[src/common/la_pkg.sv]
// Shared definitions for the logic analyzer.
// Sample, bus and timestamp widths, the register map and the acquisition
// state encoding. Modules pull these in with a wildcard import.

package la_pkg;

  //////////////////////////////////////////////////////////////////////
  // widths
  //////////////////////////////////////////////////////////////////////

  // one sample, also trigger value and mask width
  typedef logic [7:0]  sample_t;
  // system bus byte address and data word
  typedef logic [6:0]  bus_addr_t;
  typedef logic [31:0] bus_data_t;
  // event timestamp
  typedef logic [63:0] stamp_t;
  // default views of the window and decimation counters
  typedef logic [16:0] count_t;
  typedef logic [16:0] dec_t;

  // acquisition FSM
  typedef enum logic [1:0] {
    IDLE,
    PRE,
    ARMED,
    POST
  } acq_state_t;

  //////////////////////////////////////////////////////////////////////
  // register map
  //////////////////////////////////////////////////////////////////////

  localparam bus_addr_t REG_CTL     = 7'h00;
  localparam bus_addr_t REG_CFG     = 7'h04;
  localparam bus_addr_t REG_TRG_SEL = 7'h08;
  localparam bus_addr_t REG_PRE     = 7'h10;
  localparam bus_addr_t REG_PST     = 7'h14;
  localparam bus_addr_t REG_STS_PRE = 7'h18;
  localparam bus_addr_t REG_STS_PST = 7'h1C;
  // timestamps, low word first
  localparam bus_addr_t REG_ACQ_LO  = 7'h20;
  localparam bus_addr_t REG_ACQ_HI  = 7'h24;
  localparam bus_addr_t REG_TRG_LO  = 7'h28;
  localparam bus_addr_t REG_TRG_HI  = 7'h2C;
  localparam bus_addr_t REG_STP_LO  = 7'h30;
  localparam bus_addr_t REG_STP_HI  = 7'h34;
  // pattern trigger
  localparam bus_addr_t REG_OLD_VAL = 7'h40;
  localparam bus_addr_t REG_OLD_MSK = 7'h44;
  localparam bus_addr_t REG_CUR_VAL = 7'h48;
  localparam bus_addr_t REG_CUR_MSK = 7'h4C;
  // decimation factor
  localparam bus_addr_t REG_DEC     = 7'h50;

  // control register bit positions
  localparam int CTL_RST = 0;
  localparam int CTL_ACQ = 1;
  localparam int CTL_STP = 2;
  localparam int CTL_SWT = 3;

endpackage

[src/logic/la_decimator.sv]
// Sample stream decimator.
// Keeps one valid sample out of every cfg_dec+1 and forwards it with a
// registered strobe one cycle later.

`timescale 1ns/1ps

module la_decimator import la_pkg::*; #(
  parameter int unsigned DCW = $bits(dec_t)
) (
  input  logic           bus,
  input  logic           reset,
  input  logic           ctl_rst,
  input  logic [DCW-1:0] cfg_dec,
  // input stream
  input  sample_t        sti_dat,
  input  logic           sti_vld,
  // decimated stream
  output sample_t        std_dat,
  output logic           std_vld
);

  // input valids seen since last kept sample
  logic [DCW-1:0] cnt;
  logic           keep;

  // >= so a factor lowered mid-count still wraps
  assign keep = sti_vld && (cnt >= cfg_dec);

  always_ff @(posedge bus) begin
    if (reset || ctl_rst) begin
      cnt     <= '0;
      std_vld <= 1'b0;
    end else begin
      std_vld <= keep;
      if (keep) begin
        cnt <= '0;
      end else if (sti_vld) begin
        cnt <= cnt + 1'b1;
      end
    end
  end

  // payload follows the kept strobe
  always_ff @(posedge bus) begin
    if (keep) begin
      std_dat <= sti_dat;
    end
  end

endmodule

[src/logic/la_trigger.sv]
// Pattern trigger on the decimated stream.
// Compares the previous and the current kept sample against their own
// value under their own mask and pulses trg_out when both match.

`timescale 1ns/1ps

module la_trigger import la_pkg::*; (
  input  logic    bus,
  input  logic    reset,
  input  logic    ctl_rst,
  input  sample_t cfg_old_val,
  input  sample_t cfg_old_msk,
  input  sample_t cfg_cur_val,
  input  sample_t cfg_cur_msk,
  input  sample_t std_dat,
  input  logic    std_vld,
  output logic    trg_out
);

  // previous kept sample, zero after reset
  sample_t old_dat;
  logic    old_hit;
  logic    cur_hit;

  assign old_hit = (old_dat & cfg_old_msk) == (cfg_old_val & cfg_old_msk);
  assign cur_hit = (std_dat & cfg_cur_msk) == (cfg_cur_val & cfg_cur_msk);

  always_ff @(posedge bus) begin
    if (reset || ctl_rst) begin
      old_dat <= '0;
      trg_out <= 1'b0;
    end else begin
      // single-cycle pulse per matching kept sample
      trg_out <= std_vld & old_hit & cur_hit;
      if (std_vld) begin
        old_dat <= std_dat;
      end
    end
  end

endmodule

[src/acquire/la_acq_counter.sv]
// Timestamp and window counters for the acquisition block.
// The timestamp runs from reset on every cycle. The pre and post counters
// advance on the increment strobes and clear on clr or the control reset.

`timescale 1ns/1ps

module la_acq_counter import la_pkg::*; #(
  parameter int unsigned CW = $bits(count_t)
) (
  input  logic          bus,
  input  logic          reset,
  input  logic          ctl_rst,
  // clear both windows on acquire
  input  logic          clr,
  input  logic          pre_inc,
  input  logic          pst_inc,
  output stamp_t        cts,
  output logic [CW-1:0] sts_pre,
  output logic [CW-1:0] sts_pst
);

  //////////////////////////////////////////////////////////////////////
  // free-running timestamp
  //////////////////////////////////////////////////////////////////////

  // one tick per bus clock
  always_ff @(posedge bus) begin
    if (reset) begin
      cts <= '0;
    end else begin
      cts <= cts + 1'b1;
    end
  end

  //////////////////////////////////////////////////////////////////////
  // window counters
  //////////////////////////////////////////////////////////////////////

  // saturation is handled by the FSM
  always_ff @(posedge bus) begin
    if (reset || ctl_rst || clr) begin
      sts_pre <= '0;
      sts_pst <= '0;
    end else begin
      if (pre_inc) begin
        sts_pre <= sts_pre + 1'b1;
      end
      if (pst_inc) begin
        sts_pst <= sts_pst + 1'b1;
      end
    end
  end

endmodule

[src/acquire/la_acq_fsm.sv]
// Acquisition state machine.
// Fills the pre-trigger window, waits for a trigger, passes the post-trigger
// window to the output stream and latches acquire, trigger and stop times.

`timescale 1ns/1ps

module la_acq_fsm import la_pkg::*; #(
  parameter int unsigned CW = $bits(count_t)
) (
  input  logic          bus,
  input  logic          reset,
  // control strobes
  input  logic          ctl_rst,
  input  logic          ctl_acq,
  input  logic          ctl_stp,
  input  logic          ctl_trg,
  // configuration
  input  logic          cfg_con,
  input  logic [CW-1:0] cfg_pre,
  input  logic [CW-1:0] cfg_pst,
  // streams
  input  sample_t       std_dat,
  input  logic          std_vld,
  output sample_t       sto_dat,
  output logic          sto_vld,
  // status and timestamps
  output logic          sts_acq,
  output logic          sts_trg,
  output logic [CW-1:0] sts_pre,
  output logic [CW-1:0] sts_pst,
  output stamp_t        cts_acq,
  output stamp_t        cts_trg,
  output stamp_t        cts_stp
);

  acq_state_t state;
  stamp_t     cts;
  logic       acq_start;
  logic       trg_hit;
  logic       pre_inc;
  logic       pst_inc;
  logic       pst_end;
  logic       stp_hit;

  ////////////////////////////////////////////////////////////////////
  // event decode
  ////////////////////////////////////////////////////////////////////

  assign sts_acq   = (state != IDLE);
  assign acq_start = ctl_acq && (state == IDLE);
  // triggers outside ARMED are dropped
  assign trg_hit   = ctl_trg && (state == ARMED);

  // both counters saturate at their window size
  assign pre_inc = std_vld && (state == PRE) && (sts_pre != cfg_pre);
  assign pst_inc = std_vld && (state == POST) && (sts_pst != cfg_pst);
  // window full including the sample counted this cycle
  assign pst_end = (sts_pst + CW'(pst_inc)) == cfg_pst;
  // manual stop, or end of a single-shot post window
  assign stp_hit = ctl_stp || ((state == POST) && pst_end && !cfg_con);

  la_acq_counter #(
    .CW (CW)
  ) u_counter (
    .bus, .reset, .ctl_rst,
    .clr     (acq_start),
    .pre_inc, .pst_inc,
    .cts, .sts_pre, .sts_pst
  );

  ////////////////////////////////////////////////////////////////////
  // state machine
  ////////////////////////////////////////////////////////////////////

  always_ff @(posedge bus) begin
    if (reset || ctl_rst) begin
      state   <= IDLE;
      sts_trg <= 1'b0;
      sto_vld <= 1'b0;
    end else begin
      // output only while acquiring
      sto_vld <= std_vld && (state != IDLE);
      if (stp_hit) begin
        state <= IDLE;
      end else begin
        case (state)
          IDLE:  if (ctl_acq) state <= PRE;
          // cfg_pre of 0 arms right away
          PRE:   if (sts_pre == cfg_pre) state <= ARMED;
          ARMED: if (ctl_trg) state <= POST;
          default: ;
        endcase
      end
      if (acq_start) begin
        sts_trg <= 1'b0;
      end else if (trg_hit) begin
        sts_trg <= 1'b1;
      end
    end
  end

  // sample payload and event times
  always_ff @(posedge bus) begin
    sto_dat <= std_dat;
    if (acq_start) cts_acq <= cts;
    if (trg_hit) cts_trg <= cts;
    if (stp_hit) cts_stp <= cts;
  end

endmodule

[src/logic/la_regset.sv]
// System bus register set for the logic analyzer.
// Holds configuration, decodes control writes into single-cycle strobes,
// registers the read mux and ack, and merges the trigger sources.

`timescale 1ns/1ps

module la_regset import la_pkg::*; #(
  parameter int unsigned TN  = 4,
  parameter int unsigned CW  = $bits(count_t),
  parameter int unsigned DCW = $bits(dec_t)
) (
  input  logic            bus,
  input  logic            reset,
  // system bus
  input  bus_addr_t       bus_addr,
  input  bus_data_t       bus_wdata,
  input  logic            bus_wen,
  input  logic            bus_ren,
  output bus_data_t       bus_rdata,
  output logic            bus_ack,
  output logic            bus_err,
  // trigger sources
  input  logic [TN-1:0]   trg_ext,
  input  logic            trg_pat,
  output logic            trg_swo,
  // control strobes
  output logic            ctl_rst,
  output logic            ctl_acq,
  output logic            ctl_stp,
  output logic            ctl_trg,
  // configuration
  output logic            cfg_con,
  output logic [CW-1:0]   cfg_pre,
  output logic [CW-1:0]   cfg_pst,
  output logic [DCW-1:0]  cfg_dec,
  output sample_t         cfg_old_val,
  output sample_t         cfg_old_msk,
  output sample_t         cfg_cur_val,
  output sample_t         cfg_cur_msk,
  // status
  input  logic            sts_acq,
  input  logic            sts_trg,
  input  logic [CW-1:0]   sts_pre,
  input  logic [CW-1:0]   sts_pst,
  input  stamp_t          cts_acq,
  input  stamp_t          cts_trg,
  input  stamp_t          cts_stp
);

  // external trigger select
  logic [TN-1:0] cfg_trg;
  logic          ctl_wen;

  //////////////////////////////////////////////////////////////////////
  // control strobes
  //////////////////////////////////////////////////////////////////////

  // combinational, live only in the write cycle
  assign ctl_wen = bus_wen && (bus_addr == REG_CTL);
  assign ctl_rst = ctl_wen & bus_wdata[CTL_RST];
  assign ctl_acq = ctl_wen & bus_wdata[CTL_ACQ];
  assign ctl_stp = ctl_wen & bus_wdata[CTL_STP];
  assign trg_swo = ctl_wen & bus_wdata[CTL_SWT];

  // any selected external input, software or pattern match
  assign ctl_trg = |(trg_ext & cfg_trg) | trg_swo | trg_pat;

  // no error responses on this bus
  assign bus_err = 1'b0;

  //////////////////////////////////////////////////////////////////////
  // write side
  //////////////////////////////////////////////////////////////////////

  always_ff @(posedge bus) begin
    if (reset) begin
      bus_ack     <= 1'b0;
      cfg_con     <= 1'b0;
      cfg_trg     <= '0;
      cfg_pre     <= '0;
      cfg_pst     <= '0;
      cfg_dec     <= '0;
      cfg_old_val <= '0;
      cfg_old_msk <= '0;
      cfg_cur_val <= '0;
      cfg_cur_msk <= '0;
    end else begin
      // one-cycle response to either strobe
      bus_ack <= bus_wen | bus_ren;
      if (bus_wen) begin
        case (bus_addr)
          REG_CFG:     cfg_con     <= bus_wdata[0];
          REG_TRG_SEL: cfg_trg     <= bus_wdata[TN-1:0];
          REG_PRE:     cfg_pre     <= bus_wdata[CW-1:0];
          REG_PST:     cfg_pst     <= bus_wdata[CW-1:0];
          REG_OLD_VAL: cfg_old_val <= sample_t'(bus_wdata);
          REG_OLD_MSK: cfg_old_msk <= sample_t'(bus_wdata);
          REG_CUR_VAL: cfg_cur_val <= sample_t'(bus_wdata);
          REG_CUR_MSK: cfg_cur_msk <= sample_t'(bus_wdata);
          REG_DEC:     cfg_dec     <= bus_wdata[DCW-1:0];
          default: ;
        endcase
      end
    end
  end

  //////////////////////////////////////////////////////////////////////
  // read mux
  //////////////////////////////////////////////////////////////////////

  // registered, lands together with ack
  always_ff @(posedge bus) begin
    case (bus_addr)
      // bit1 acquiring, bit2 idle, bit3 triggered
      REG_CTL:     bus_rdata <= bus_data_t'({sts_trg, ~sts_acq, sts_acq, 1'b0});
      REG_CFG:     bus_rdata <= bus_data_t'(cfg_con);
      REG_TRG_SEL: bus_rdata <= bus_data_t'(cfg_trg);
      REG_PRE:     bus_rdata <= bus_data_t'(cfg_pre);
      REG_PST:     bus_rdata <= bus_data_t'(cfg_pst);
      REG_STS_PRE: bus_rdata <= bus_data_t'(sts_pre);
      REG_STS_PST: bus_rdata <= bus_data_t'(sts_pst);
      REG_ACQ_LO:  bus_rdata <= cts_acq[31:0];
      REG_ACQ_HI:  bus_rdata <= cts_acq[63:32];
      REG_TRG_LO:  bus_rdata <= cts_trg[31:0];
      REG_TRG_HI:  bus_rdata <= cts_trg[63:32];
      REG_STP_LO:  bus_rdata <= cts_stp[31:0];
      REG_STP_HI:  bus_rdata <= cts_stp[63:32];
      REG_OLD_VAL: bus_rdata <= bus_data_t'(cfg_old_val);
      REG_OLD_MSK: bus_rdata <= bus_data_t'(cfg_old_msk);
      REG_CUR_VAL: bus_rdata <= bus_data_t'(cfg_cur_val);
      REG_CUR_MSK: bus_rdata <= bus_data_t'(cfg_cur_msk);
      REG_DEC:     bus_rdata <= bus_data_t'(cfg_dec);
      // unmapped reads as zero
      default:     bus_rdata <= '0;
    endcase
  end

endmodule

[src/logic/la_top.sv]
// Logic analyzer top level.
// Sample stream in, gated stream out, configured over the system bus.
// Holds only the register set, decimator, trigger and acquisition instances.

`timescale 1ns/1ps

module la_top import la_pkg::*; #(
  parameter int unsigned TN  = 4,               // external triggers
  parameter int unsigned CW  = $bits(count_t),  // window counter width
  parameter int unsigned DCW = $bits(dec_t)     // decimation counter width
) (
  input  logic            bus,
  input  logic            reset,
  // sample streams
  input  sample_t         sti_dat,
  input  logic            sti_vld,
  output sample_t         sto_dat,
  output logic            sto_vld,
  // triggers
  input  logic [TN-1:0]   trg_ext,
  output logic            trg_swo,
  output logic            trg_out,
  // system bus
  input  bus_addr_t       bus_addr,
  input  bus_data_t       bus_wdata,
  input  logic            bus_wen,
  input  logic            bus_ren,
  output bus_data_t       bus_rdata,
  output logic            bus_ack,
  output logic            bus_err
);

  // control strobes
  logic           ctl_rst;
  logic           ctl_acq;
  logic           ctl_stp;
  logic           ctl_trg;
  // configuration
  logic           cfg_con;
  logic [CW-1:0]  cfg_pre;
  logic [CW-1:0]  cfg_pst;
  logic [DCW-1:0] cfg_dec;
  sample_t        cfg_old_val;
  sample_t        cfg_old_msk;
  sample_t        cfg_cur_val;
  sample_t        cfg_cur_msk;
  // status back to the bus
  logic           sts_acq;
  logic           sts_trg;
  logic [CW-1:0]  sts_pre;
  logic [CW-1:0]  sts_pst;
  stamp_t         cts_acq;
  stamp_t         cts_trg;
  stamp_t         cts_stp;
  // decimated stream
  sample_t        std_dat;
  logic           std_vld;

  la_regset #(
    .TN  (TN),
    .CW  (CW),
    .DCW (DCW)
  ) u_regset (
    .bus, .reset,
    .bus_addr, .bus_wdata, .bus_wen, .bus_ren, .bus_rdata, .bus_ack, .bus_err,
    .trg_ext, .trg_pat (trg_out), .trg_swo,
    .ctl_rst, .ctl_acq, .ctl_stp, .ctl_trg,
    .cfg_con, .cfg_pre, .cfg_pst, .cfg_dec,
    .cfg_old_val, .cfg_old_msk, .cfg_cur_val, .cfg_cur_msk,
    .sts_acq, .sts_trg, .sts_pre, .sts_pst,
    .cts_acq, .cts_trg, .cts_stp
  );

  la_decimator #(
    .DCW (DCW)
  ) u_decimator (
    .bus, .reset, .ctl_rst, .cfg_dec,
    .sti_dat, .sti_vld, .std_dat, .std_vld
  );

  la_trigger u_trigger (
    .bus, .reset, .ctl_rst,
    .cfg_old_val, .cfg_old_msk, .cfg_cur_val, .cfg_cur_msk,
    .std_dat, .std_vld, .trg_out
  );

  la_acq_fsm #(
    .CW (CW)
  ) u_acq_fsm (
    .bus, .reset, .ctl_rst, .ctl_acq, .ctl_stp, .ctl_trg,
    .cfg_con, .cfg_pre, .cfg_pst,
    .std_dat, .std_vld, .sto_dat, .sto_vld,
    .sts_acq, .sts_trg, .sts_pre, .sts_pst,
    .cts_acq, .cts_trg, .cts_stp
  );

endmodule

[config.mk]
export PLATFORM = sky130hd
export DESIGN_NAME = la_top
export DESIGN_NICKNAME = d
export VERILOG_FILES = /design/src/common/la_pkg.sv /design/src/logic/la_decimator.sv /design/src/logic/la_trigger.sv /design/src/acquire/la_acq_counter.sv /design/src/acquire/la_acq_fsm.sv /design/src/logic/la_regset.sv /design/src/logic/la_top.sv
export SDC_FILE = /design/constraint.sdc
export NUM_CORES = 1
export LEC_CHECK = 0
export BUFFER_PORTS_ARGS = -buffer_cell sky130_fd_sc_hd__buf_4
export CORE_ASPECT_RATIO = 1.1
export CORE_MARGIN = 2
export CORE_UTILIZATION = 59
export CTS_CLUSTER_SIZE = 25
export DETAILED_ROUTE_END_ITERATION = 6
export PLACE_DENSITY = 0.77
export SLEW_MARGIN = 20
export SYNTH_ARGS = -nofsm -noshare
export SYNTH_HDL_FRONTEND = slang
export SYNTH_SLANG_ARGS = --single-unit
export TNS_END_PERCENT = 1
[constraint.sdc]
create_clock -name bus -period 15.39 [get_ports bus]
set_clock_uncertainty 0.15 [all_clocks]
set_input_delay 3.078 -clock bus [delete_from_list [all_inputs] [get_ports bus]]
set_output_delay 3.078 -clock bus [all_outputs]
set_load 0.05 [all_outputs]
Yosys cells after proc, flatten, opt, wreduce, memory -nomap -nowiden
Index checks and enable logic that the tools add are counted.
{"block": "totals", "wordCells": 114, "latchBits": 0, "in_bits": 56, "register_bits": 458, "ramBits": 0, "memories": 0, "out_inout_bits": 45, "romBits": 0}
{"block": "classes", "addsub": 5, "div_mod_pow": 0, "n_mux": 5, "shift": 0, "n_eq_ne": 29, "mul": 0, "n_bitwise": 15, "magnitude_cmp": 1, "reduce_logical": 33}
{"operator": "$pmux W32 S18", "n": 1}
{"operator": "$add A64 B1 Y64 const B", "n": 1}
{"operator": "$add A17 B1 Y17 const B", "n": 3}
{"operator": "$eq A7 B6 Y1 const B", "n": 6}
{"operator": "$eq A7 B7 Y1 const B", "n": 5}
{"operator": "$eq A17 B17 Y1", "n": 2}
{"operator": "$ne A17 B17 Y1", "n": 2}
{"operator": "$and A8 B8 Y8", "n": 4}
{"operator": "$eq A7 B5 Y1 const B", "n": 4}
{"operator": "$reduce_and A2 Y1", "n": 9}
{"operator": "$add A17 B1 Y17", "n": 1}
{"operator": "$ge A17 B17 Y1", "n": 1}
{"operator": "$eq A8 B8 Y1", "n": 2}
{"operator": "$logic_and A1 B1 Y1", "n": 11}
{"operator": "$eq A7 B3 Y1 const B", "n": 1}
{"operator": "$eq A7 B4 Y1 const B", "n": 1}
{"operator": "$logic_not A7 Y1", "n": 1}
{"operator": "$and A1 B1 Y1", "n": 6}
{"operator": "$mux W2", "n": 3}
{"operator": "$pmux W2 S3", "n": 1}
{"operator": "$reduce_or A2 Y1", "n": 3}
{"operator": "$and A4 B4 Y4", "n": 1}
{"operator": "$eq A2 B2 Y1 const B", "n": 2}
{"operator": "$ne A2 B1 Y1 const B", "n": 2}
{"operator": "11 further kinds", "n": 15}

Logic depth before layout (Yosys ltp)
Gate-level depths: netlist (run 1).
{"block": "depth", "word_depth": 9, "mapped_depth": 15, "depth_no_buf": 13}

Modules after synthesis
From an unflattened synthesis (run 1), not the netlist that was laid out.
{"block": "unflattened", "cells_unflattened": 1928, "hier_area_um2": 20270.7}
{"module": "la_acq_fsm", "instances": 1, "cells_each": 362, "area_per_inst_um2": 7169.4, "seq_area_each_um2": 6005.8}
{"module": "la_regset", "instances": 1, "cells_each": 841, "area_per_inst_um2": 6572.6, "seq_area_each_um2": 2422.3}
{"module": "la_acq_counter", "instances": 1, "cells_each": 508, "area_per_inst_um2": 4367.9, "seq_area_each_um2": 1961.9}
{"module": "la_decimator", "instances": 1, "cells_each": 162, "area_per_inst_um2": 1616.6, "seq_area_each_um2": 600.6}
{"module": "la_trigger", "instances": 1, "cells_each": 55, "area_per_inst_um2": 544.3, "seq_area_each_um2": 180.2}

Worst setup path after synthesis (run 1)
Ideal clock, no wire load.
{"block": "synth_path", "kind": "input port to flip-flop", "start": "input port bus_addr[1]", "end": "register u_acq_fsm.cts_trg[0] (enable)", "required_ns": 14.714, "stages": 5, "t_arrival_ns": 7.193, "slack_ns": 7.521, "path_buffers": 1, "setup_time_ns": 0.526, "path_cell_list": "nor4_1 -> and3_1 -> clkbuf_1 -> nand2_1 -> a31oi_1"}
{"block": "synth_between", "elab_chain_len": 6}
{"item": "from (decl)", "line_no": "la_top.sv:24", "rtl": "input bus_addr_t bus_addr,"}
{"item": "$logic_not A7 Y1", "line_no": "la_regset.sv:59", "rtl": "assign ctl_wen = bus_wen && (bus_addr == REG_CTL);"}
{"item": "$logic_and A1 B1 Y1", "line_no": "la_regset.sv:59"}
{"item": "$and A1 B1 Y1", "line_no": "la_regset.sv:63", "rtl": "assign trg_swo = ctl_wen & bus_wdata[CTL_SWT];"}
{"item": "$or A1 B1 Y1 (2 in series)", "line_no": "la_regset.sv:66", "rtl": "assign ctl_trg = |(trg_ext & cfg_trg) | trg_swo | trg_pat;"}
{"item": "$logic_and A1 B1 Y1", "line_no": "la_acq_fsm.sv:52", "rtl": "assign trg_hit = ctl_trg && (state == ARMED);"}
{"item": "named net u_acq_fsm.trg_hit", "line_no": "la_acq_fsm.sv:39", "rtl": "logic trg_hit;"}
{"item": "to (signal assigned)", "line_no": "la_acq_fsm.sv:106", "rtl": "if (trg_hit) cts_trg <= cts;"}
{"item": "to (decl)", "line_no": "la_acq_fsm.sv:32", "rtl": "output stamp_t cts_trg,"}
The timed path passes the listed nets, and every way through them passes these cells.
A chain may end at the register's enable or synchronous reset.

Worst setup path in the final report (run 1)
{"block": "layout_path", "start": "input port bus_addr[1]", "end": "output port trg_swo"}
{"block": "layout_between", "elab_chain_len": 3}
{"item": "$logic_not A7 Y1", "line_no": "la_regset.sv:59"}
{"item": "$logic_and A1 B1 Y1", "line_no": "la_regset.sv:59"}
{"item": "$and A1 B1 Y1", "line_no": "la_regset.sv:63"}
{"item": "to (decl)", "line_no": "la_top.sv:21", "rtl": "output logic trg_swo,"}
No other way between the ends.

==> results.sh, run 1 <==
export IMPL_cts_num_sinks=458
export IMPL_yosysWarnings=0
export IMPL_placementRows=68
export IMPL_grt_use_total=0.299
export IMPL_coreArea_um2=31500
export IMPL_placed_area_um2=19800
export IMPL_ys_seq_area_frac=0.592
export IMPL_endpoint_kind="output port"
export IMPL_startpoint="bus_addr[1]"
export IMPL_grt_pass1_wl_um=77600
export IMPL_max_slew_worst_pin_slew_ns=1.09
export IMPL_rsz0062_at_grt="no"
export IMPL_hp_class="reg -> reg"
export IMPL_fin_nets=1899
export IMPL_max_cap_viol_count=0
export IMPL_antenna_found_initial=0
export IMPL_avgViaCountPerCell=6.31
export IMPL_post_cts_buffers=0
export IMPL_r2r_slack_ns=9.78
export IMPL_arrival_ns=4.65
export IMPL_worst_setup_path_type="in -> out"
export IMPL_boundaryPins=101
export IMPL_synth_cells=1757
export IMPL_maxSlewViolCount=0
export IMPL_gr_usage_met2=0.494
export IMPL_fin_crit_ns=7.88
export IMPL_die_x_um=175
export IMPL_syn_nets=1842
export IMPL_fin_crit_sh=0.512
export IMPL_cts_resized=0
export IMPL_drt_wl_total_um=50000
export IMPL_leakage_nw=7.33
export IMPL_relSlewSlack=0.264
export IMPL_cts_hold_buffers=0
export IMPL_dr_pass1_iters=6
export IMPL_stdcell_area_um2=21300
export IMPL_synth_cell_types=65
export IMPL_post_drt_wl_per_cell_um=22.0
export IMPL_max_freq_mhz=127
export IMPL_htree_levels=2
export IMPL_tns_ns=0
export IMPL_synth_top_flop_cell="dfxtp_1"
export IMPL_irDropWorstVdd_v=0.0000848
export IMPL_hold_depth=0
export IMPL_cp_start_kind="input port"
export IMPL_die_h_um=192
export IMPL_use_met1=0.383
export IMPL_synthArstFlopShare=0
export IMPL_netlist_area_um2=18900
export IMPL_gp_congestion=0.903
export IMPL_clockBufferDepth=3
export IMPL_worstSetupEndpoint="trg_swo"
export IMPL_fin_hold_ws_ns=0.273
export IMPL_reg2reg_to="u_acq_fsm.cts_stp[27]"
export IMPL_grt_start_max_net_pins=79
export IMPL_syn_to_final_growth_pct=12.6
export IMPL_num_antenna_cells=0
export IMPL_ys_ff_latch=458
export IMPL_insertion_delay_ns=0.55
export IMPL_setup_viol=0
export IMPL_start_util=0.600
export IMPL_synth_edf_count=200
export IMPL_final_antenna_net_count=0
export IMPL_powerDensity_nw_per_um2=114
export IMPL_drive_above_1_share=0.110
export IMPL_run_status="complete, no violations"
export IMPL_gr_max_usage_layer="met2"
export IMPL_grt_overflow=0
export IMPL_hold_viol_final=0
export IMPL_io_buffers=84
export IMPL_crit_fanout=7
export IMPL_drt_first_iter_violations=1707
export IMPL_reg2reg_from="u_acq_fsm.u_counter.sts_pst[6]"
export IMPL_cts_tree="yes"
export IMPL_clkTransAtPathRegs_ns=0.06
export IMPL_route_detailed_drc=0
export IMPL_die_area_um2=33400
export IMPL_num_vias=14306
export IMPL_cts_made_buffers=45
export IMPL_dp_hpwl_um=32100
export IMPL_grt_pass1_vias=13865
export IMPL_root_buffer="clkbuf_16"
export IMPL_cp_required_ns=12.16
export IMPL_r2r_cells=13
export IMPL_grtUsageMet3=0.0515
export IMPL_avgSynthCellArea_um2=10.7
## layout by cell type, fill, tap and decap left out, types with 20 or more instances in the layout
cell type	count
a21oi_1	116
a222oi_1	39
a22oi_1	64
and3_1	28
and4_1	20
buf_4	105
clkbuf_16	45
dfxtp_1	258
edfxtp_1	200
ha_1	29
inv_1	34
nand2_1	217
nand3_1	117
nand4_1	43
nor2_1	151
o21ai_0	24
or3_1	22
xnor2_1	71
xor2_1	77
## synth_stat cells, drive strengths merged (2+ instances only)
| master | instances | share of area |
|---|---|---|
| mux2i | 13 | 0.0069 |
| a22o | 17 | 0.0079 |
| a221oi | 17 | 0.0079 |
| a22oi | 64 | 0.025 |
| a211o | 2 | 0.00093 |
| xnor2 | 71 | 0.033 |
| nor4 | 9 | 0.0038 |
| ha | 29 | 0.019 |
| edfxtp | 200 | 0.32 |
| dfxtp | 258 | 0.27 |
| o2111ai | 2 | 0.00093 |
| and2 | 7 | 0.0023 |
| nand3 | 117 | 0.031 |
| and4b | 2 | 0.0011 |
| o21ai | 24 | 0.0064 |
| a211oi | 3 | 0.0015 |
| and4 | 20 | 0.0093 |
| nand4 | 46 | 0.017 |
| nor2 | 158 | 0.031 |
| or2 | 4 | 0.0015 |
| nand3b | 4 | 0.0016 |
| nor3b | 2 | 0.00080 |
| buf | 22 | 0.0062 |
| mux2 | 2 | 0.0012 |
| inv | 34 | 0.0068 |
| clkbuf | 73 | 0.015 |
| a21oi | 116 | 0.031 |
| or3 | 23 | 0.0079 |
| and3 | 29 | 0.0096 |
| a31oi | 4 | 0.0013 |
| nor2b | 7 | 0.0023 |
| or4 | 2 | 0.00080 |
| nand2 | 217 | 0.043 |
| nor3 | 17 | 0.0066 |
| nand2b | 3 | 0.00099 |
| xor2 | 77 | 0.036 |
| a222oi | 39 | 0.021 |
| o22ai | 2 | 0.00066 |
| o311ai | 2 | 0.00093 |
| a21o | 5 | 0.0020 |
## worst min-delay path by stage
stage                                 from                   end  slack (ns)
global route        u_decimator.std_dat[6]  u_acq_fsm.sto_dat[6]        0.29
floorplan           u_decimator.std_dat[0]  u_acq_fsm.sto_dat[0]        0.24
detailed placement  u_decimator.std_dat[6]  u_acq_fsm.sto_dat[6]        0.27
global placement    u_decimator.std_dat[4]  u_acq_fsm.sto_dat[4]        0.27
finish              u_decimator.std_dat[6]  u_acq_fsm.sto_dat[6]        0.27
CTS                 u_decimator.std_dat[6]  u_acq_fsm.sto_dat[6]        0.27
## flip-flops by register name, summed over array words and instances, names as in the netlist, 32 cells and up
signal and count:
u_acq_fsm.cts_trg 64, u_acq_fsm.cts_stp 64, u_regset.bus_rdata 32, u_acq_fsm.cts_acq 64, u_acq_fsm.u_counter.cts 64
## critical path, cell delays in order
cell,delay (ns)
buf_4,0.11
nor4_1,0.61
and3_1,0.41
nand2_1,0.16
inv_1,0.09
buf_4,0.19
## layer usage
layer / wire [µm] / vias up / share of wire
met5: 0 / - / 0
met4: 2520 / 0 / 0.050
met3: 4500 / 148 / 0.090
met2: 23800 / 739 / 0.47
met1: 19200 / 6908 / 0.38
li1: - / 6511 / -
## per-stage QoR
step | std cells | util | power [mW] | setup WS, ns
final | 2268 | 0.675 | 2.42 | 7.51
after global routing | 2268 | 0.675 | 2.49 | 7.43
after CTS | 2268 | 0.675 | 2.43 | 7.52
after floorplan | 1757 | - | 1.35 | 7.52
after global placement | 2187 | 0.630 | 1.38 | 7.60
after detailed placement | 2187 | 0.630 | 1.38 | 7.51
## power breakdown
part	internal, mW	switching, mW
logic	0.0247	0.0532
registers	1.27	0.00823
clock network	0.618	0.451
## logic make-up after synthesis
| group | Yosys count | synth area share |
|---|---|---|
| simple gates | 669 | 0.172 |
| flops | 458 | 0.592 |
| compound gates | 308 | 0.112 |
| xor+xnor | 148 | 0.0687 |
| buf+inv | 129 | 0.0274 |
| fa+ha+maj | 29 | 0.0192 |
| mux | 15 | 0.00809 |
| other cells | 1 | 0.000199 |
## final cells by class
class                   count  area (µm²)
clock buffers              56        1200
fillers                  2379       10200
repair buffers            105         788
inverters                  34         128
flip-flops and latches    458       11200
clock inverters            25         224
multi-input cells        1170        7220
well taps                 420         526
No activity file was read; power rests on OpenSTA's default activity.
==> inputs of run 2 (changes only) <==
==> constraint.sdc (replaced) <==
create_clock -name bus -period 7.88 [get_ports bus]
set_clock_uncertainty 0.15 [all_clocks]
set_input_delay 1.576 -clock bus [delete_from_list [all_inputs] [get_ports bus]]
set_output_delay 1.576 -clock bus [all_outputs]
set_load 0.05 [all_outputs]
==> run 2 against run 1 <==
Compared with the run above: clock-buffer cell count up 4; first-iteration DRC count about the same; utilization up 0.57 points; sequential share of layout area down 0.44 points; the run now ends with DRC left; final area up 0.85%; worst hold slack better by 0.010 ns.
==> results.sh, run 2 (synthesis results as in run 1) <==
export IMPL_run_status="finished with violations"
export IMPL_violations="DRC"
export IMPL_stdcell_area_um2=21400
export IMPL_hp_class="reg -> reg"
export IMPL_final_antenna_net_count=0
export IMPL_cp_start_kind="register"
export IMPL_multiInputGateArea_um2=7220
export IMPL_rsz0062_at_grt="no"
export IMPL_max_stage_delay_ns=0.69
export IMPL_arrival_ns=5.81
export IMPL_placed_area_um2=19800
export IMPL_coreArea_um2=31500
export IMPL_cp_buffers_inverters=1
export IMPL_grt_pass1_wl_um=78200
export IMPL_die_area_um2=33400
export IMPL_cts_made_buffers=46
export IMPL_grt_use_total=0.305
export IMPL_antenna_found_initial=0
export IMPL_htree_levels=2
export IMPL_crit_fanout=48
export IMPL_dpl_worst_slack_ns=2.18
export IMPL_worst_setup_path_type="reg -> reg"
export IMPL_path_delay_family="simple AND/OR/NAND/NOR gates"
export IMPL_irDropWorstVdd_v=0.000188
export IMPL_start_util=0.600
export IMPL_die_h_um=192
export IMPL_fin_nets=1900
export IMPL_insertion_delay_ns=0.58
export IMPL_fin_crit_sh=0.733
export IMPL_seq_area_um2=11200
export IMPL_path_cells="xnor2_1, nand2_1, nor4_1, a21oi_1, ha_1, ha_1, nor2b_1, or3_1, a311oi_1, o2111ai_1, nor4_1, a21o_2, buf_4"
export IMPL_fill_cells=2340
export IMPL_max_freq_mhz=173
export IMPL_root_buffer="clkbuf_16"
export IMPL_num_vias=14367
export IMPL_drt_first_iter_violations=1706
export IMPL_layout_common_cells="258 x dfxtp_1, 217 x nand2_1, 200 x edfxtp_1"
export IMPL_endpoint_kind="register"
export IMPL_max_cap_viol_count=0
export IMPL_post_cts_buffers=0
export IMPL_powerDensity_nw_per_um2=230
export IMPL_mostFrequentLayoutCell="dfxtp_1"
export IMPL_dr_pass1_iters=7
export IMPL_maxSlewViolCount=0
export IMPL_cts_num_sinks=458
export IMPL_leakage_nw=7.41
export IMPL_drive_above_1_share=0.113
export IMPL_syn_to_final_growth_pct=13.6
export IMPL_drt_wl_total_um=51200
export IMPL_critPathSlowestCell="buf_4"
export IMPL_grt_overflow=0
export IMPL_setup_ws_ns=2.10
export IMPL_dp_hpwl_um=32600
export IMPL_grt_pass1_vias=13571
export IMPL_cts_tree="yes"
export IMPL_cp_required_ns=7.92
export IMPL_num_antenna_cells=0
export IMPL_grt_start_max_net_pins=102
export IMPL_fin_crit_ns=5.78
export IMPL_boundaryPins=101
export IMPL_die_x_um=175
export IMPL_post_drt_wl_per_cell_um=22.5
export IMPL_max_slew_worst_pin_slew_ns=1.14
export IMPL_placementRows=68
export IMPL_cts_hold_buffers=0
export IMPL_cts_resized=0
export IMPL_relSlewSlack=0.236
export IMPL_clockBufferDepth=3
export IMPL_gp_congestion=0.936
export IMPL_avgViaCountPerCell=6.32
export IMPL_route_detailed_drc=2
export IMPL_tns_ns=0
export IMPL_io_buffers=84
export IMPL_clkTransAtPathRegs_ns=0.06
export IMPL_setup_viol=0
export IMPL_hold_viol_final=0
-- run 2: cell types whose count changed in the layout (fill, tap and decap cells not counted), sizes merged --
cell / delta
bufinv: +2
clkbuf: +4
clkinv: -2
clkinvlp: -1
inv: +2
-- run 2: power breakdown --
part | switching, mW | total, mW | internal, mW
clock | 0.922 | 2.29 | 1.36
sequential | 0.0156 | 2.49 | 2.48
combinational | 0.105 | 0.154 | 0.0483
-- run 2: final cells by class --
type | count | share of cell area
clock buffer | 60 | 0.0605
multi-input combinational | 1170 | 0.337
sequential | 458 | 0.521
timing repair buffer | 105 | 0.0368
tap | 420 | 0.0245
inverter | 34 | 0.00595
clock inverter | 26 | 0.0144
-- run 2: worst paths after layout --
| path | from | end | slack, ns | depth (start not counted) |
|---|---|---|---|---|
| worst min-delay path | u_decimator.std_dat[1] | u_acq_fsm.sto_dat[1] | 0.28 | 0 |
| worst min register to register | u_decimator.std_dat[1] | u_acq_fsm.sto_dat[1] | 0.28 | 0 |
| worst max-delay path | u_acq_fsm.u_counter.sts_pst[6] | u_acq_fsm.cts_stp[7] | 2.10 | 13 |
| worst max register to register | u_acq_fsm.u_counter.sts_pst[6] | u_acq_fsm.cts_stp[7] | 2.10 | 13 |
-- run 2: metal layers --
layer  track usage  routed length (µm)  vias to the layer above
li1              -                   -                     6522
met3        0.0525                5000                      130
met5             0                   0                        -
met4         0.136                2100                        0
met1         0.391               19400                     6927
met2         0.512               24700                      788
-- run 2: per-stage QoR --
step,cells,hold WS (ns),util,power [mW]
after floorplan,1757,0.239,-,2.63
after global placement,2187,0.261,0.630,2.69
after detailed placement,2187,0.267,0.630,2.70
after CTS,2273,0.280,0.681,4.95
after global routing,2273,0.295,0.681,5.06
final,2273,0.283,0.681,4.93
==> inputs of run 3 (changes only) <==
--- a/config.mk
+++ b/config.mk
@@ -8,10 +8,10 @@
 export BUFFER_PORTS_ARGS = -buffer_cell sky130_fd_sc_hd__buf_4
 export CORE_ASPECT_RATIO = 1.1
 export CORE_MARGIN = 2
-export CORE_UTILIZATION = 59
+export CORE_UTILIZATION = 55
 export CTS_CLUSTER_SIZE = 25
 export DETAILED_ROUTE_END_ITERATION = 6
-export PLACE_DENSITY = 0.77
+export PLACE_DENSITY = 0.76
 export SLEW_MARGIN = 20
 export SYNTH_ARGS = -nofsm -noshare
 export SYNTH_HDL_FRONTEND = slang
==> constraint.sdc (replaced) <==
create_clock -name bus -period 5.3 [get_ports bus]
set_clock_uncertainty 0.15 [all_clocks]
set_input_delay 1.06 -clock bus [delete_from_list [all_inputs] [get_ports bus]]
set_output_delay 1.06 -clock bus [all_outputs]
set_load 0.05 [all_outputs]
==> run 3 against run 2 <==
Compared with the run above: the run now ends clean; sequential power increased by 49%; clock power increased by 56%; clock-buffer cell count increased by 1; final cell count increased by 1.5%; combinational power increased by 53%; sequential share of layout area decreased by 0.68 points; die area increased by 7.1%; power increased by 52%; largest power group unchanged; highest routed layer is now met5.
==> results.sh, run 3 (synthesis results as in run 1) <==
export IMPL_run_status="complete, no violations"
export IMPL_antenna_found_initial=2
export IMPL_grt_pass1_wl_um=79200
export IMPL_grt_use_total=0.285
export IMPL_critPathSlowestCell="a311oi_1"
export IMPL_die_area_um2=35800
export IMPL_htree_levels=2
export IMPL_hold_viol_final=0
export IMPL_cts_resized=0
export IMPL_syn_to_final_growth_pct=15.1
export IMPL_fin_crit_ns=4.55
export IMPL_path_delay_family="simple AND/OR/NAND/NOR gates"
export IMPL_placementRows=71
export IMPL_cts_num_sinks=458
export IMPL_post_cts_buffers=0
export IMPL_fin_nets=1917
export IMPL_cp_common_cell="ha_1"
export IMPL_io_buffers=84
export IMPL_cts_tree="yes"
export IMPL_clockBufferDepth=3
export IMPL_rsz0062_at_grt="no"
export IMPL_insertion_delay_ns=0.57
export IMPL_finalPower_mw=7.52
export IMPL_cts_hold_buffers=0
export IMPL_worst_setup_path_type="reg -> reg"
export IMPL_drt_wl_total_um=51800
export IMPL_max_stage_delay_ns=0.40
export IMPL_grt_start_max_net_pins=100
export IMPL_dr_pass1_iters=6
export IMPL_arrival_ns=4.66
export IMPL_setup_viol=0
export IMPL_crit_fanout=20
export IMPL_avgViaCountPerCell=6.20
export IMPL_cp_buffers_inverters=2
export IMPL_gp_congestion=0.930
export IMPL_mostFrequentLayoutCell="dfxtp_1"
export IMPL_drt_first_iter_violations=1764
export IMPL_final_antenna_net_count=0
export IMPL_path_cells="xnor2_1, nand4_1, nor3_1, a21oi_1, ha_1, ha_1, nor2b_1, or3_1, a311oi_1, o2111ai_1, nor4_1, buf_4, a21o_2, buf_12"
export IMPL_max_cap_viol_count=0
export IMPL_fin_crit_sh=0.858
export IMPL_cp_required_ns=5.41
export IMPL_powerDensity_nw_per_um2=346
export IMPL_max_slew_worst_pin_slew_ns=1.18
export IMPL_endpoint_kind="register"
export IMPL_num_vias=14305
export IMPL_hp_class="reg -> reg"
export IMPL_clkTransAtPathRegs_ns=0.06
export IMPL_start_util=0.555
export IMPL_cp_start_kind="register"
export IMPL_die_x_um=181
export IMPL_tns_ns=0
export IMPL_maxSlewViolCount=0
export IMPL_coreArea_um2=34000
export IMPL_cts_made_buffers=46
export IMPL_drive_above_1_share=0.121
export IMPL_layout_common_cells="258 x dfxtp_1, 217 x nand2_1, 200 x edfxtp_1"
export IMPL_grt_pass1_vias=13839
export IMPL_relSlewSlack=0.206
export IMPL_post_drt_wl_per_cell_um=22.4
export IMPL_die_h_um=198
export IMPL_leakage_nw=7.54
export IMPL_root_buffer="clkbuf_16"
export IMPL_max_freq_mhz=220
export IMPL_grt_overflow=0
export IMPL_boundaryPins=101
export IMPL_irDropWorstVdd_v=0.000276
export IMPL_route_detailed_drc=0
export IMPL_dp_hpwl_um=34000
export IMPL_num_antenna_cells=0
-- run 3: cell types whose count changed in the layout (fill, tap and decap cells not counted), moves of 3 or more --
cell / before / now
clkinv_2: 11 / 4
buf_12: 0 / 3
clkbuf_8: 5 / 8
buf_4: 105 / 119
-- run 3: final timing paths --
check | endpoint | from | slack (ns) | depth (start not counted)
worst max-delay path | u_acq_fsm.cts_stp[31] | u_acq_fsm.u_counter.sts_pst[13] | 0.75 | 14
worst min-delay path | u_acq_fsm.sto_dat[3] | u_decimator.std_dat[3] | 0.27 | 0
worst max register to register | u_acq_fsm.cts_stp[31] | u_acq_fsm.u_counter.sts_pst[13] | 0.75 | 14
worst min register to register | u_acq_fsm.sto_dat[3] | u_decimator.std_dat[3] | 0.27 | 0
-- run 3: area by class of cell --
| type | count | area [µm²] |
|---|---|---|
| clock buffer | 61 | 1330 |
| sequential | 458 | 11200 |
| fill | 2571 | 12300 |
| inverter | 34 | 128 |
| tap | 438 | 548 |
| multi-input combinational | 1170 | 7230 |
| timing repair buffer | 122 | 953 |
| clock inverter | 25 | 360 |
-- run 3: where the power goes --
part           internal, mW  total [mW]  switching [mW]
Sequential             3.68        3.71          0.0218
Clock                  2.17        3.58            1.41
Combinational        0.0749       0.235           0.160
Total                  5.93        7.52            1.59
-- run 3: metal layers --
metal | track usage | share of wire
met2 | 0.468 | 0.47
met5 | 0 | 0.00046
met1 | 0.372 | 0.40
met3 | 0.0447 | 0.083
met4 | 0.133 | 0.045
-- run 3: worst register-to-register path, stage by stage, from the launching register on --
cell	delay (ns)
dfxtp_1	0.37
xnor2_1	0.38
nand4_1	0.15
nor3_1	0.39
a21oi_1	0.23
ha_1	0.28
ha_1	0.20
nor2b_1	0.13
or3_1	0.32
a311oi_1	0.40
o2111ai_1	0.18
nor4_1	0.28
buf_4	0.18
a21o_2	0.35
buf_12	0.24
-- run 3: per-stage QoR --
step	hold WS [ns]	std cells	utilization	area, µm²	worst slack (ns)
after CTS	0.274	2308	0.638	21700	0.771
after floorplan	0.239	1757	-	18900	0.301
after global routing	0.291	2308	0.638	21700	0.553
final	0.274	2308	0.638	21700	0.750
after global placement	0.263	2222	0.588	20000	0.860
after detailed placement	0.257	2222	0.589	20000	0.811
